File: src/rtl/ray_pkg.sv
package ray_pkg;

    ////////////////////////////////////////////////////////////
    // screen and camera

    localparam int SCREEN_W = 1024;
    localparam int SCREEN_H = 768;
    // x keeps one spare bit, the scan side counts past the visible width
    localparam int PX_W = $clog2(SCREEN_W) + 1;
    localparam int PY_W = $clog2(SCREEN_H);

    // eye sits on the screen center
    localparam int CENTER_X = SCREEN_W / 2;
    localparam int CENTER_Y = SCREEN_H / 2;
    // z of every ray direction
    localparam int FOCAL = 512;

    ////////////////////////////////////////////////////////////
    // block table

    localparam int NUM_BLOCKS = 16;
    localparam int IDX_W = $clog2(NUM_BLOCKS);
    // front face edge, world units
    localparam int BLOCK_SIZE = 64;
    // saber slot, thin in x only
    localparam int SABER_INDEX = 12;
    localparam int SABER_WIDTH = 16;
    localparam int POS_W = 12;
    // unsigned z, doubles as depth t
    localparam int DEPTH_W = 14;

    ////////////////////////////////////////////////////////////
    // datapath widths and pipeline depths

    // pixel minus center, signed
    localparam int DIR_W = 12;
    // room for dir * z plus sign
    localparam int PROD_W = DIR_W + DEPTH_W + 1;
    localparam int PICK_LATENCY = 5;
    localparam int INTERSECT_LAT = 3;
    // ray reg plus intersect stages
    localparam int ALIGN_DEPTH = PICK_LATENCY - 1;

    typedef enum logic [1:0] {
        SEL_IDLE,
        SEL_SCAN,
        SEL_DRAIN
    } sel_state_t;

endpackage

File: src/rtl/ray_ifs.sv
`timescale 1ns/1ns

// one block per beat, selector to picker
interface block_if import ray_pkg::*; ();

    logic                     valid;
    logic [PX_W-1:0]          px;
    logic [PY_W-1:0]          py;
    logic [IDX_W-1:0]         index;
    logic signed [POS_W-1:0]  bx;
    logic signed [POS_W-1:0]  by;
    logic [DEPTH_W-1:0]       bz;
    logic                     visible;

    modport source (
        output valid, px, py, index, bx, by, bz, visible
    );

    modport sink (
        input valid, px, py, index, bx, by, bz, visible
    );

endinterface

// test result per block, picker back to selector
interface hit_if import ray_pkg::*; ();

    logic                valid;
    logic [IDX_W-1:0]    index;
    logic                hit;
    logic [DEPTH_W-1:0]  t;

    modport source (
        output valid, index, hit, t
    );

    modport sink (
        input valid, index, hit, t
    );

endinterface

File: src/rtl/does_ray_block_intersect.sv
`timescale 1ns/1ns

module does_ray_block_intersect import ray_pkg::*; (
    input  logic                     clk_in,
    input  logic                     rst_in,
    input  logic                     valid_in,
    input  logic signed [DIR_W-1:0]  dir_x,
    input  logic signed [DIR_W-1:0]  dir_y,
    input  logic signed [POS_W-1:0]  bx,
    input  logic signed [POS_W-1:0]  by,
    input  logic [DEPTH_W-1:0]       bz,
    input  logic                     is_saber,
    output logic                     valid_out,
    output logic                     intersects_out,
    output logic [DEPTH_W-1:0]       t_out
);

    // sign extended operands
    logic signed [PROD_W-1:0] dx_ext;
    logic signed [PROD_W-1:0] dy_ext;
    logic signed [PROD_W-1:0] bx_ext;
    logic signed [PROD_W-1:0] by_ext;
    logic signed [PROD_W-1:0] bz_ext;
    logic signed [PROD_W-1:0] width_x;

    // stage 1
    logic signed [PROD_W-1:0] s1_cross_x;
    logic signed [PROD_W-1:0] s1_cross_y;
    logic signed [PROD_W-1:0] s1_lo_x;
    logic signed [PROD_W-1:0] s1_hi_x;
    logic signed [PROD_W-1:0] s1_lo_y;
    logic signed [PROD_W-1:0] s1_hi_y;
    logic [DEPTH_W-1:0]       s1_bz;

    // stage 2
    logic [3:0]               s2_inside;
    logic                     s2_bz_nz;
    logic [DEPTH_W-1:0]       s2_bz;

    // valid rides beside the data
    logic [INTERSECT_LAT-1:0] vld_sr;

    assign dx_ext = dir_x;
    assign dy_ext = dir_y;
    assign bx_ext = bx;
    assign by_ext = by;
    // z is unsigned, pad with zeros
    assign bz_ext = {{(PROD_W-DEPTH_W){1'b0}}, bz};
    assign width_x = is_saber ? PROD_W'(SABER_WIDTH) : PROD_W'(BLOCK_SIZE);

    ////////////////////////////////////////////////////////////
    // stage 1: cross products and scaled face edges
    // dx/dz in [bx, bx+w) becomes dx*bz in [bx*f, (bx+w)*f)
    always_ff @(posedge clk_in) begin
        s1_cross_x <= dx_ext * bz_ext;
        s1_cross_y <= dy_ext * bz_ext;
        s1_lo_x <= bx_ext * PROD_W'(FOCAL);
        s1_hi_x <= (bx_ext + width_x) * PROD_W'(FOCAL);
        s1_lo_y <= by_ext * PROD_W'(FOCAL);
        s1_hi_y <= (by_ext + PROD_W'(BLOCK_SIZE)) * PROD_W'(FOCAL);
        s1_bz <= bz;
    end

    ////////////////////////////////////////////////////////////
    // stage 2: four edge compares, zero depth check
    always_ff @(posedge clk_in) begin
        s2_inside[0] <= s1_cross_x >= s1_lo_x;
        s2_inside[1] <= s1_cross_x < s1_hi_x;
        s2_inside[2] <= s1_cross_y >= s1_lo_y;
        s2_inside[3] <= s1_cross_y < s1_hi_y;
        // face at the eye plane never counts
        s2_bz_nz <= s1_bz != '0;
        s2_bz <= s1_bz;
    end

    ////////////////////////////////////////////////////////////
    // stage 3: combine, depth is the face z
    always_ff @(posedge clk_in) begin
        intersects_out <= (&s2_inside) && s2_bz_nz;
        t_out <= s2_bz;
    end

    always_ff @(posedge clk_in) begin
        if (rst_in) begin
            vld_sr <= '0;
        end else begin
            vld_sr <= {vld_sr[INTERSECT_LAT-2:0], valid_in};
        end
    end

    assign valid_out = vld_sr[INTERSECT_LAT-1];

endmodule

File: src/rtl/get_intersecting_block.sv
`timescale 1ns/1ns

module get_intersecting_block import ray_pkg::*; (
    input  logic  clk_in,
    input  logic  rst_in,
    block_if.sink blk,
    hit_if.source res
);

    // ray register stage
    logic                     ray_valid;
    logic signed [DIR_W-1:0]  dir_x;
    logic signed [DIR_W-1:0]  dir_y;
    logic signed [POS_W-1:0]  ray_bx;
    logic signed [POS_W-1:0]  ray_by;
    logic [DEPTH_W-1:0]       ray_bz;

    // index and visible, aligned to the intersect output
    logic [IDX_W-1:0]         idx_pipe [ALIGN_DEPTH];
    logic                     vis_pipe [ALIGN_DEPTH];
    logic                     is_saber;

    // intersect result
    logic                     isect_valid;
    logic                     isect_hit;
    logic [DEPTH_W-1:0]       isect_t;

    ////////////////////////////////////////////////////////////
    // ray generation
    // direction is pixel minus center, z fixed at FOCAL
    always_ff @(posedge clk_in) begin
        if (rst_in) begin
            ray_valid <= 1'b0;
        end else begin
            ray_valid <= blk.valid;
        end
    end

    always_ff @(posedge clk_in) begin
        dir_x <= DIR_W'(blk.px) - DIR_W'(CENTER_X);
        dir_y <= DIR_W'(blk.py) - DIR_W'(CENTER_Y);
        // block position lines up with the ray
        ray_bx <= blk.bx;
        ray_by <= blk.by;
        ray_bz <= blk.bz;
    end

    ////////////////////////////////////////////////////////////
    // alignment delay lines
    always_ff @(posedge clk_in) begin
        idx_pipe[0] <= blk.index;
        vis_pipe[0] <= blk.visible;
        for (int i = 1; i < ALIGN_DEPTH; i++) begin
            idx_pipe[i] <= idx_pipe[i-1];
            vis_pipe[i] <= vis_pipe[i-1];
        end
    end

    // first tap sits beside the ray register
    assign is_saber = idx_pipe[0] == IDX_W'(SABER_INDEX);

    does_ray_block_intersect i_does_ray_block_intersect (
        .clk_in         (clk_in),
        .rst_in         (rst_in),
        .valid_in       (ray_valid),
        .dir_x          (dir_x),
        .dir_y          (dir_y),
        .bx             (ray_bx),
        .by             (ray_by),
        .bz             (ray_bz),
        .is_saber       (is_saber),
        .valid_out      (isect_valid),
        .intersects_out (isect_hit),
        .t_out          (isect_t)
    );

    ////////////////////////////////////////////////////////////
    // output register
    always_ff @(posedge clk_in) begin
        if (rst_in) begin
            res.valid <= 1'b0;
        end else begin
            res.valid <= isect_valid;
        end
    end

    always_ff @(posedge clk_in) begin
        // hidden blocks never hit
        res.hit <= isect_hit && vis_pipe[ALIGN_DEPTH-1];
        res.index <= idx_pipe[ALIGN_DEPTH-1];
        res.t <= isect_t;
    end

endmodule

File: src/rtl/block_selector.sv
`timescale 1ns/1ns

module block_selector import ray_pkg::*; (
    input  logic                     clk_in,
    input  logic                     rst_in,
    input  logic                     pixel_valid,
    input  logic [PX_W-1:0]          pixel_x,
    input  logic [PY_W-1:0]          pixel_y,
    input  logic                     wr_en,
    input  logic [IDX_W-1:0]         wr_index,
    input  logic signed [POS_W-1:0]  wr_x,
    input  logic signed [POS_W-1:0]  wr_y,
    input  logic [DEPTH_W-1:0]       wr_z,
    input  logic                     wr_visible,
    output logic                     busy,
    output logic                     result_valid,
    output logic                     result_hit,
    output logic [IDX_W-1:0]         result_index,
    output logic [DEPTH_W-1:0]       result_t,
    block_if.source                  blk,
    hit_if.sink                      res
);

    // block table
    logic signed [POS_W-1:0]  tab_x [NUM_BLOCKS];
    logic signed [POS_W-1:0]  tab_y [NUM_BLOCKS];
    logic [DEPTH_W-1:0]       tab_z [NUM_BLOCKS];
    logic [NUM_BLOCKS-1:0]    tab_vis;

    // sequencer
    sel_state_t               state;
    logic [IDX_W-1:0]         scan_idx;
    logic                     accept;
    logic                     issue;
    logic [IDX_W-1:0]         issue_idx;
    logic                     last_back;
    logic                     take;

    ////////////////////////////////////////////////////////////
    // table writes, visible next cycle
    always_ff @(posedge clk_in) begin
        if (wr_en) begin
            tab_x[wr_index] <= wr_x;
            tab_y[wr_index] <= wr_y;
            tab_z[wr_index] <= wr_z;
        end
    end

    // all blocks hidden out of reset
    always_ff @(posedge clk_in) begin
        if (rst_in) begin
            tab_vis <= '0;
        end else if (wr_en) begin
            tab_vis[wr_index] <= wr_visible;
        end
    end

    ////////////////////////////////////////////////////////////
    // scan sequencer
    // busy also covers the result pulse, so no pixel lands on it
    assign busy = (state != SEL_IDLE) || result_valid;
    assign accept = pixel_valid && !busy;
    // block 0 goes out straight from the accept
    assign issue = accept || (state == SEL_SCAN);
    assign issue_idx = (state == SEL_SCAN) ? scan_idx : '0;
    // blocks come back in order, last index ends the pixel
    assign last_back = res.valid && (res.index == IDX_W'(NUM_BLOCKS - 1));

    always_ff @(posedge clk_in) begin
        if (rst_in) begin
            state <= SEL_IDLE;
            scan_idx <= '0;
            result_valid <= 1'b0;
        end else begin
            result_valid <= 1'b0;
            case (state)
                SEL_IDLE: begin
                    if (accept) begin
                        state <= SEL_SCAN;
                        scan_idx <= IDX_W'(1);
                    end
                end
                SEL_SCAN: begin
                    scan_idx <= scan_idx + 1'b1;
                    if (scan_idx == IDX_W'(NUM_BLOCKS - 1)) begin
                        state <= SEL_DRAIN;
                    end
                end
                SEL_DRAIN: begin
                    // wait out the picker pipeline
                    if (last_back) begin
                        state <= SEL_IDLE;
                        result_valid <= 1'b1;
                    end
                end
                default: begin
                    state <= SEL_IDLE;
                end
            endcase
        end
    end

    ////////////////////////////////////////////////////////////
    // block issue
    always_ff @(posedge clk_in) begin
        if (rst_in) begin
            blk.valid <= 1'b0;
        end else begin
            blk.valid <= issue;
        end
    end

    always_ff @(posedge clk_in) begin
        // pixel held for the whole scan
        if (accept) begin
            blk.px <= pixel_x;
            blk.py <= pixel_y;
        end
        if (issue) begin
            blk.index <= issue_idx;
            blk.bx <= tab_x[issue_idx];
            blk.by <= tab_y[issue_idx];
            blk.bz <= tab_z[issue_idx];
            blk.visible <= tab_vis[issue_idx];
        end
    end

    ////////////////////////////////////////////////////////////
    // nearest hit
    // strict compare, so an equal t keeps the lower index
    assign take = res.valid && res.hit && (!result_hit || (res.t < result_t));

    // running best, final while result_valid is high
    always_ff @(posedge clk_in) begin
        if (rst_in) begin
            result_hit <= 1'b0;
            result_index <= '0;
            result_t <= '0;
        end else if (accept) begin
            result_hit <= 1'b0;
            result_index <= '0;
            result_t <= '0;
        end else if (take) begin
            result_hit <= 1'b1;
            result_index <= res.index;
            result_t <= res.t;
        end
    end

endmodule

File: src/rtl/ray_cast_top.sv
`timescale 1ns/1ns

module ray_cast_top import ray_pkg::*; (
    input  logic                     clk_in,
    input  logic                     rst_in,
    input  logic                     pixel_valid,
    input  logic [PX_W-1:0]          pixel_x,
    input  logic [PY_W-1:0]          pixel_y,
    input  logic                     wr_en,
    input  logic [IDX_W-1:0]         wr_index,
    input  logic signed [POS_W-1:0]  wr_x,
    input  logic signed [POS_W-1:0]  wr_y,
    input  logic [DEPTH_W-1:0]       wr_z,
    input  logic                     wr_visible,
    output logic                     busy,
    output logic                     result_valid,
    output logic                     result_hit,
    output logic [IDX_W-1:0]         result_index,
    output logic [DEPTH_W-1:0]       result_t
);

    // selector to picker and back
    block_if blk_bus ();
    hit_if   hit_bus ();

    // table, scan and nearest pick
    block_selector i_block_selector (
        .clk_in       (clk_in),
        .rst_in       (rst_in),
        .pixel_valid  (pixel_valid),
        .pixel_x      (pixel_x),
        .pixel_y      (pixel_y),
        .wr_en        (wr_en),
        .wr_index     (wr_index),
        .wr_x         (wr_x),
        .wr_y         (wr_y),
        .wr_z         (wr_z),
        .wr_visible   (wr_visible),
        .busy         (busy),
        .result_valid (result_valid),
        .result_hit   (result_hit),
        .result_index (result_index),
        .result_t     (result_t),
        .blk          (blk_bus),
        .res          (hit_bus)
    );

    // per-block ray test
    get_intersecting_block i_get_intersecting_block (
        .clk_in (clk_in),
        .rst_in (rst_in),
        .blk    (blk_bus),
        .res    (hit_bus)
    );

endmodule

File: config.mk
export PLATFORM = sky130hd
export DESIGN_NAME = ray_cast_top
export DESIGN_NICKNAME = d
export VERILOG_FILES = /design/src/rtl/ray_pkg.sv /design/src/rtl/ray_ifs.sv /design/src/rtl/does_ray_block_intersect.sv /design/src/rtl/get_intersecting_block.sv /design/src/rtl/block_selector.sv /design/src/rtl/ray_cast_top.sv
export SDC_FILE = /design/constraint.sdc
export NUM_CORES = 2
export LEC_CHECK = 0
export ABC_AREA = 1
export BUFFER_PORTS_ARGS = -buffer_cell sky130_fd_sc_hd__buf_2
export CORE_MARGIN = 4
export CORE_UTILIZATION = 40
export DETAILED_ROUTE_END_ITERATION = 10
export HOLD_SLACK_MARGIN = 0.05
export PLACE_DENSITY = 0.63
export SYNTH_ARGS = -nofsm -noshare
export SYNTH_HDL_FRONTEND = slang
export SYNTH_HIERARCHICAL = 1
export SYNTH_SLANG_ARGS = --single-unit
File: constraint.sdc
create_clock -name clk_in -period 9.8 [get_ports clk_in]
set_input_delay 0.98 -clock clk_in [delete_from_list [all_inputs] [get_ports clk_in]]
set_output_delay 0.98 -clock clk_in [all_outputs]
set_load 0.005 [all_outputs]
# == Word level (Yosys, flattened, before mapping) ==
# Memories as Yosys holds them, arrays and structs flattened. A register that Yosys moved wholly into a read port is not among the register bits.
# Cells that the tools add are included.
# op_classes
magnitude_cmp,8
mul,2
bitwise_logic,1
add_sub_neg,5
eq_ne,8
muxes,16
n_reduce_logical,21
# ops
cell,count
$ge A27 B21 Y1,2
$lt A27 B27 Y1,2
$mul A12 B15 Y27,1
$mul A11 B15 Y26,1
$bwmux W16,1
$lt A14 B14 Y1,1
$reduce_bool A14 Y1,1
$add A12 B8 Y13,1
$add A12 B8 Y13 const B,1
$eq A4 B4 Y1 const B,3
$sub A11 B10 Y12 const B,1
$sub A10 B9 Y11 const B,1
$lt A4 B5 Y1 const B,2
$mux W4,2
$pmux W4 S2,1
$logic_and A1 B1 Y1,7
$mux W7,1
$mux W2,3
$pmux W2 S3,1
$mux W1,5
$add A4 B1 Y4 const B,1
$bmux W1 S4,1
$demux W1 S4,1
$ge A4 B1 Y1 const B,1
13 further kinds,19
# totals
n_memories,5
inputBits,68
reg_bits,312
elab_cells,100
mem_bits_rw,628
# memory_table
memory,depth,word_bits,read_ports,rd_clocked_by_memory_dff,write_ports,line_no,text
i_block_selector.tab_z,16,14,1,1,1,block_selector.sv:27,logic [DEPTH_W-1:0] tab_z [NUM_BLOCKS];
i_block_selector.tab_x,16,12,1,1,1,block_selector.sv:25,logic signed [POS_W-1:0] tab_x [NUM_BLOCKS];
i_block_selector.tab_y,16,12,1,1,1,block_selector.sv:26,logic signed [POS_W-1:0] tab_y [NUM_BLOCKS];
i_get_intersecting_block.idx_pipe,4,4,4,1,4,get_intersecting_block.sv:19,logic [IDX_W-1:0] idx_pipe [ALIGN_DEPTH];
i_get_intersecting_block.vis_pipe,4,1,4,0,4,get_intersecting_block.sv:20,logic vis_pipe [ALIGN_DEPTH];

# == Logic depth before layout (Yosys ltp) ==
# logic_depth
word_depth,6
ltp_mapped,23

# == Hierarchy ==
# The synthesis kept the hierarchy.
# modules_own_cells
module,instances,seq_area_each_um2,cells_per_inst,area_each_um2
block_selector,1,21040.2,2262,28079.4
does_ray_block_intersect,1,2902.8,2210,17136.4
get_intersecting_block,1,2042.0,125,2147.1

# == Worst setup path before layout ==
# OpenSTA, ideal clock, no wires.
# synth_timing
path_type,register to register
startpoint,register i_get_intersecting_block.ray_bz[6]
endpoint,register i_get_intersecting_block.i_does_ray_block_intersect.s1_cross_y[19]
slack_ns,5.361
stages_incl_launch_ff,20
arrival_ns,4.326
synth_period_minus_slack_ns,4.439
t_required_ns,9.688
path_buffers,1
cell_sequence,dfxtp_1 clkbuf_1 nand2_1 fa_1 inv_1 fa_1 fa_1 fa_1 inv_1 fa_1 inv_1 ha_1 a21oi_1 nor2_1 nor2_1 nor2_1 nor2_1 nand2_1 nand2_1 nand2_1
# synth_between
elab_chain_cells,1
# synth_lines
item,line_no,text
start: declaration,get_intersecting_block.sv:16,logic [DEPTH_W-1:0] ray_bz;
start signal: assignment,get_intersecting_block.sv:45,ray_bz <= blk.bz;
$mul A11 B15 Y26,does_ray_block_intersect.sv:56,s1_cross_y <= dy_ext * bz_ext;
end signal: assignment,does_ray_block_intersect.sv:56,
end: declaration,does_ray_block_intersect.sv:28,logic signed [PROD_W-1:0] s1_cross_y;
# Every way passes these cells.
# A chain may end at the register's enable or synchronous reset.

# == Worst setup path after layout ==
# layout_timing
startpoint,register i_get_intersecting_block.ray_bz[7]
endpoint,register i_get_intersecting_block.i_does_ray_block_intersect.s1_cross_y[22]
# The elaborated chain is that of the path after synthesis.

==> flow_summary_export.csv <==
group,metric,value,unit
power_and_ir_drop,powerDensity,330,nW/um^2
timing,setup_viol,0,
clocking,post-cts-setup-buffers,0,
clocking,clockBufferDepth,3,
clocking,h-tree-depth,3,
critical_path,r2r.worst_path.cells,19,
route,wl_per_cell,18.5,um
power_and_ir_drop,power.total,17.4,mW
floorplanning,initial_core_util,0.405,
synthesis,synthTopCellsByCount,"714 x nand2_1, 687 x nor2_1, 683 x inv_1, 672 x edfxtp_1, 318 x o21ai_0",
synthesis,synth.largest_area_cell,"edfxtp_1",
synthesis,ys_async_sr_fraction,0,
timing,finalCritPeriodShare,0.540,
clocking,clock-sinks,962,
status,status,"finished clean",
clocking,cts_tree,"built",
critical_path,required,10330,ps
min_path,hp-class,"reg -> reg",
route,drt-total-wl,116,mm
critical_path,crit_path_top_delay_cell,"dfxtp_1",
critical_path,arrival,5820,ps
synthesis,yosysMostFrequentCell,"nand2_1",
critical_path,crit_top_cell,"nand2_1",
global_routing,grt_pass1_wl,179,mm
route,vias_per_cell,5.03,
floorplanning,fp.coreArea,117000,um^2
route,ant_nets,0,
power_and_ir_drop,ir_drop,0.000394,V
timing,finClkSkew,41.7,ps
synthesis,synth_area,47400,um^2
synthesis,post_synth.cell_area_avg,10.3,um^2
finish,fill_cells,10715,
route,drtPass1Iterations,5,
clocking,postCtsHoldBufs,0,
finish,drive_above_1_share,0.0724,
clocking,clock_latency,690,ps
global_routing,antenna_found_initial,13,
route,drc,0,
synthesis,yosysTopAreaCellShare,0.426,
synthesis,synth_nets,5149,
finish,area_growth,11.3,%
power_and_ir_drop,p_comb_frac,0.497,
job,max_cap_violations,0,
synthesis,ys_seq_area_frac,0.549,
route,drt_iter0_drc,2666,
clocking,clkSlewWorstSetupHoldPaths,60,ps
global_routing,grt_max_degree,212,
power_and_ir_drop,cellInternalPower,9.98,mW
timing,hold_slack,324,ps
critical_path,startpoint_type,"flop",
critical_path,critPathMaxFanout,24,
power_and_ir_drop,switching_power,7.39,mW
timing,slew_viol_final,0,
power_and_ir_drop,clockPowerShare,0.214,
synthesis,ys_top_cells_by_area,"edfxtp_1 43%, dfxtp_1 12%, fa_1 10%",
clocking,cts_buffers,99,
floorplanning,io_pins,89,
place,dpl.hpwl,70.0,mm
critical_path,path_cells,"nand2_1, fa_1, inv_1, fa_1, fa_1, fa_1, inv_1, fa_1, inv_1, ha_1, nand2_1, inv_1, nand2_1, nand2_1, nand3b_1, nand2_1, nand2_1, nand2_1, nand2_1",
clocking,cts_resized,0,
synthesis,syn_inst,4597,
critical_path,cp-end-kind,"flop",
finish,final_cells,6255,
critical_path,reg2reg_slack,4510,ps
global_routing,grt.overflow.total,0,
critical_path,slowest_delay,1000,ps
critical_path,path_class,"reg -> reg",
power_and_ir_drop,power_leakage,22.5,nW
place,gp_congestion,0.846,
min_path,holdPathStages,0,
synthesis,synth-seq-cells,962,
timing,worst_pin_slew,1190,ps
power_and_ir_drop,seq_power_share,0.289,
synthesis,ys_warn_count,6,
global_routing,grt_use_total,0.184,
floorplanning,rows,125,
place,dp.cells,6064,
synthesis,ys.flop_type,"edfxtp_1",
power_and_ir_drop,power.share.switching,0.425,
clocking,ctsRootBufferMaster,"clkbuf_16",
synthesis,synth_edf_count,672,
finish,final_nets,5193,
timing,finalHoldViolCount,0,
timing,clock.fmax,189,MHz
floorplanning,die_w,352,um
timing,period_needed,5290,ps
timing,finalSetupTns,0,ps
place,port_buffers,88,
timing,rsz0062_at_grt,"no",
floorplanning,die_h,352,um
route,vias,31454,
floorplanning,die_area,124000,um^2
critical_path,r2r_start,"i_get_intersecting_block/ray_bz[7]",
global_routing,grt_pass1_vias,31437,
timing,relSlewSlack,0.204,
synthesis,ys_types,41,
per-layer routing:
metal / up-vias / part of all wire / global-route usage
met1: 15231 / 0.42 / 0.243
met2: 1037 / 0.48 / 0.309
met3: 185 / 0.077 / 0.0385
li1: 14997 / - / -
met5: - / 0.00023 / 0
met4: 4 / 0.027 / 0.0536
cell type report:
| class | instances | area [um^2] | share of cell area |
|---|---|---|---|
| inverter | 695 | 2610 | 0.0496 |
| tap | 1524 | 1910 | 0.0362 |
| sequential | 962 | 26000 | 0.493 |
| timing repair buffer | 127 | 758 | 0.0144 |
| antenna | 4 | 10.0 | 0.000190 |
| clock inverter | 49 | 464 | 0.00881 |
| multi-input combinational | 2756 | 18100 | 0.344 |
| clock buffer | 138 | 2820 | 0.0535 |
worst max-delay path by stage:
stage                                       start    to  slack [ps]  cells after the start
3_5_place_dp   i_get_intersecting_block/ray_bz[6]  flop        4560                     19
2_1_floorplan  i_get_intersecting_block/ray_bz[6]  flop        5360                     19
5_1_grt        i_get_intersecting_block/ray_bz[6]  flop        4190                     15
3_3_place_gp   i_get_intersecting_block/ray_bz[6]  flop        4570                     15
4_1_cts        i_get_intersecting_block/ray_bz[6]  flop        4550                     15
6_report       i_get_intersecting_block/ray_bz[7]  flop        4510                     19
power by group through the flow:
stage	combinational, mW	clock (mW)	sequential (mW)
after floorplan	6.41	0	4.96
after global placement	8.51	0	5.10
after detailed placement	8.58	0	5.10
after CTS	8.68	3.81	5.02
after global routing	9.94	3.99	5.04
final	8.63	3.72	5.02
logic make-up after synthesis:
family,share of synthesized area
AND/OR/NAND/NOR,0.146
flip-flops,0.549
adder cells (fa/ha/maj),0.166
XOR/XNOR,0.00647
buffers and inverters,0.0711
AO/OA/AOI/OAI,0.0616
per-stage QoR:
step,worst slack [ps],util,cell area (um^2)
floorplan,5360,-,47400
global placement,4570,0.423,49400
detailed placement,4560,0.423,49400
CTS,4550,0.451,52700
global route,4190,0.451,52700
finish,4510,0.451,52700
worst max-delay path: cells and delay by family, from the launching register on:
family / cells / cell delay [ps]
fa+ha+maj: 6 / 2880
simple gates: 9 / 1060
flops: 1 / 1000
buf+inv: 4 / 200
placed cells by master, fill, tap and decap left out, types with 8 or more instances in the layout:
cell | netlist | final
inv_2 | 10 | 10
nand2_2 | 8 | 9
nor2_1 | 687 | 670
nor2_4 | 3 | 20
buf_2 | 46 | 88
nor2_2 | 8 | 8
nand3_1 | 223 | 223
xnor2_1 | 10 | 10
clkinv_2 | 0 | 18
nor3_1 | 11 | 11
clkbuf_16 | 0 | 102
clkbuf_8 | 0 | 13
edfxtp_1 | 672 | 672
clkbuf_1 | 122 | 23
clkinv_1 | 2 | 13
xor2_1 | 25 | 25
fa_1 | 242 | 242
o21ai_1 | 25 | 25
o211ai_1 | 81 | 81
nand2_1 | 714 | 712
buf_4 | 3 | 37
a21oi_1 | 95 | 95
ha_1 | 242 | 242
inv_1 | 683 | 682
dfxtp_1 | 290 | 290
nand4_1 | 24 | 24
o21ai_0 | 318 | 318
state kept, by name, summed over array words and instances (netlist names), 13 cells and up, named ones only:
name	count
i_get_intersecting_block/i_does_ray_block_intersect/t_out	14
i_get_intersecting_block/ray_bz	14
i_block_selector/tab_z	224
i_block_selector/blk.bz	14
i_get_intersecting_block/i_does_ray_block_intersect/s1_hi_x	13
i_get_intersecting_block/i_does_ray_block_intersect/s1_hi_y	13
i_get_intersecting_block/i_does_ray_block_intersect/s2_bz	14
i_block_selector/tab_x	192
i_get_intersecting_block/res.t	14
i_block_selector/tab_y	192
i_block_selector/tab_vis	16
i_block_selector/result_t	14
i_get_intersecting_block/idx_pipe	16
i_get_intersecting_block/i_does_ray_block_intersect/s1_bz	14
No activity file was read; power rests on OpenSTA's default activity.
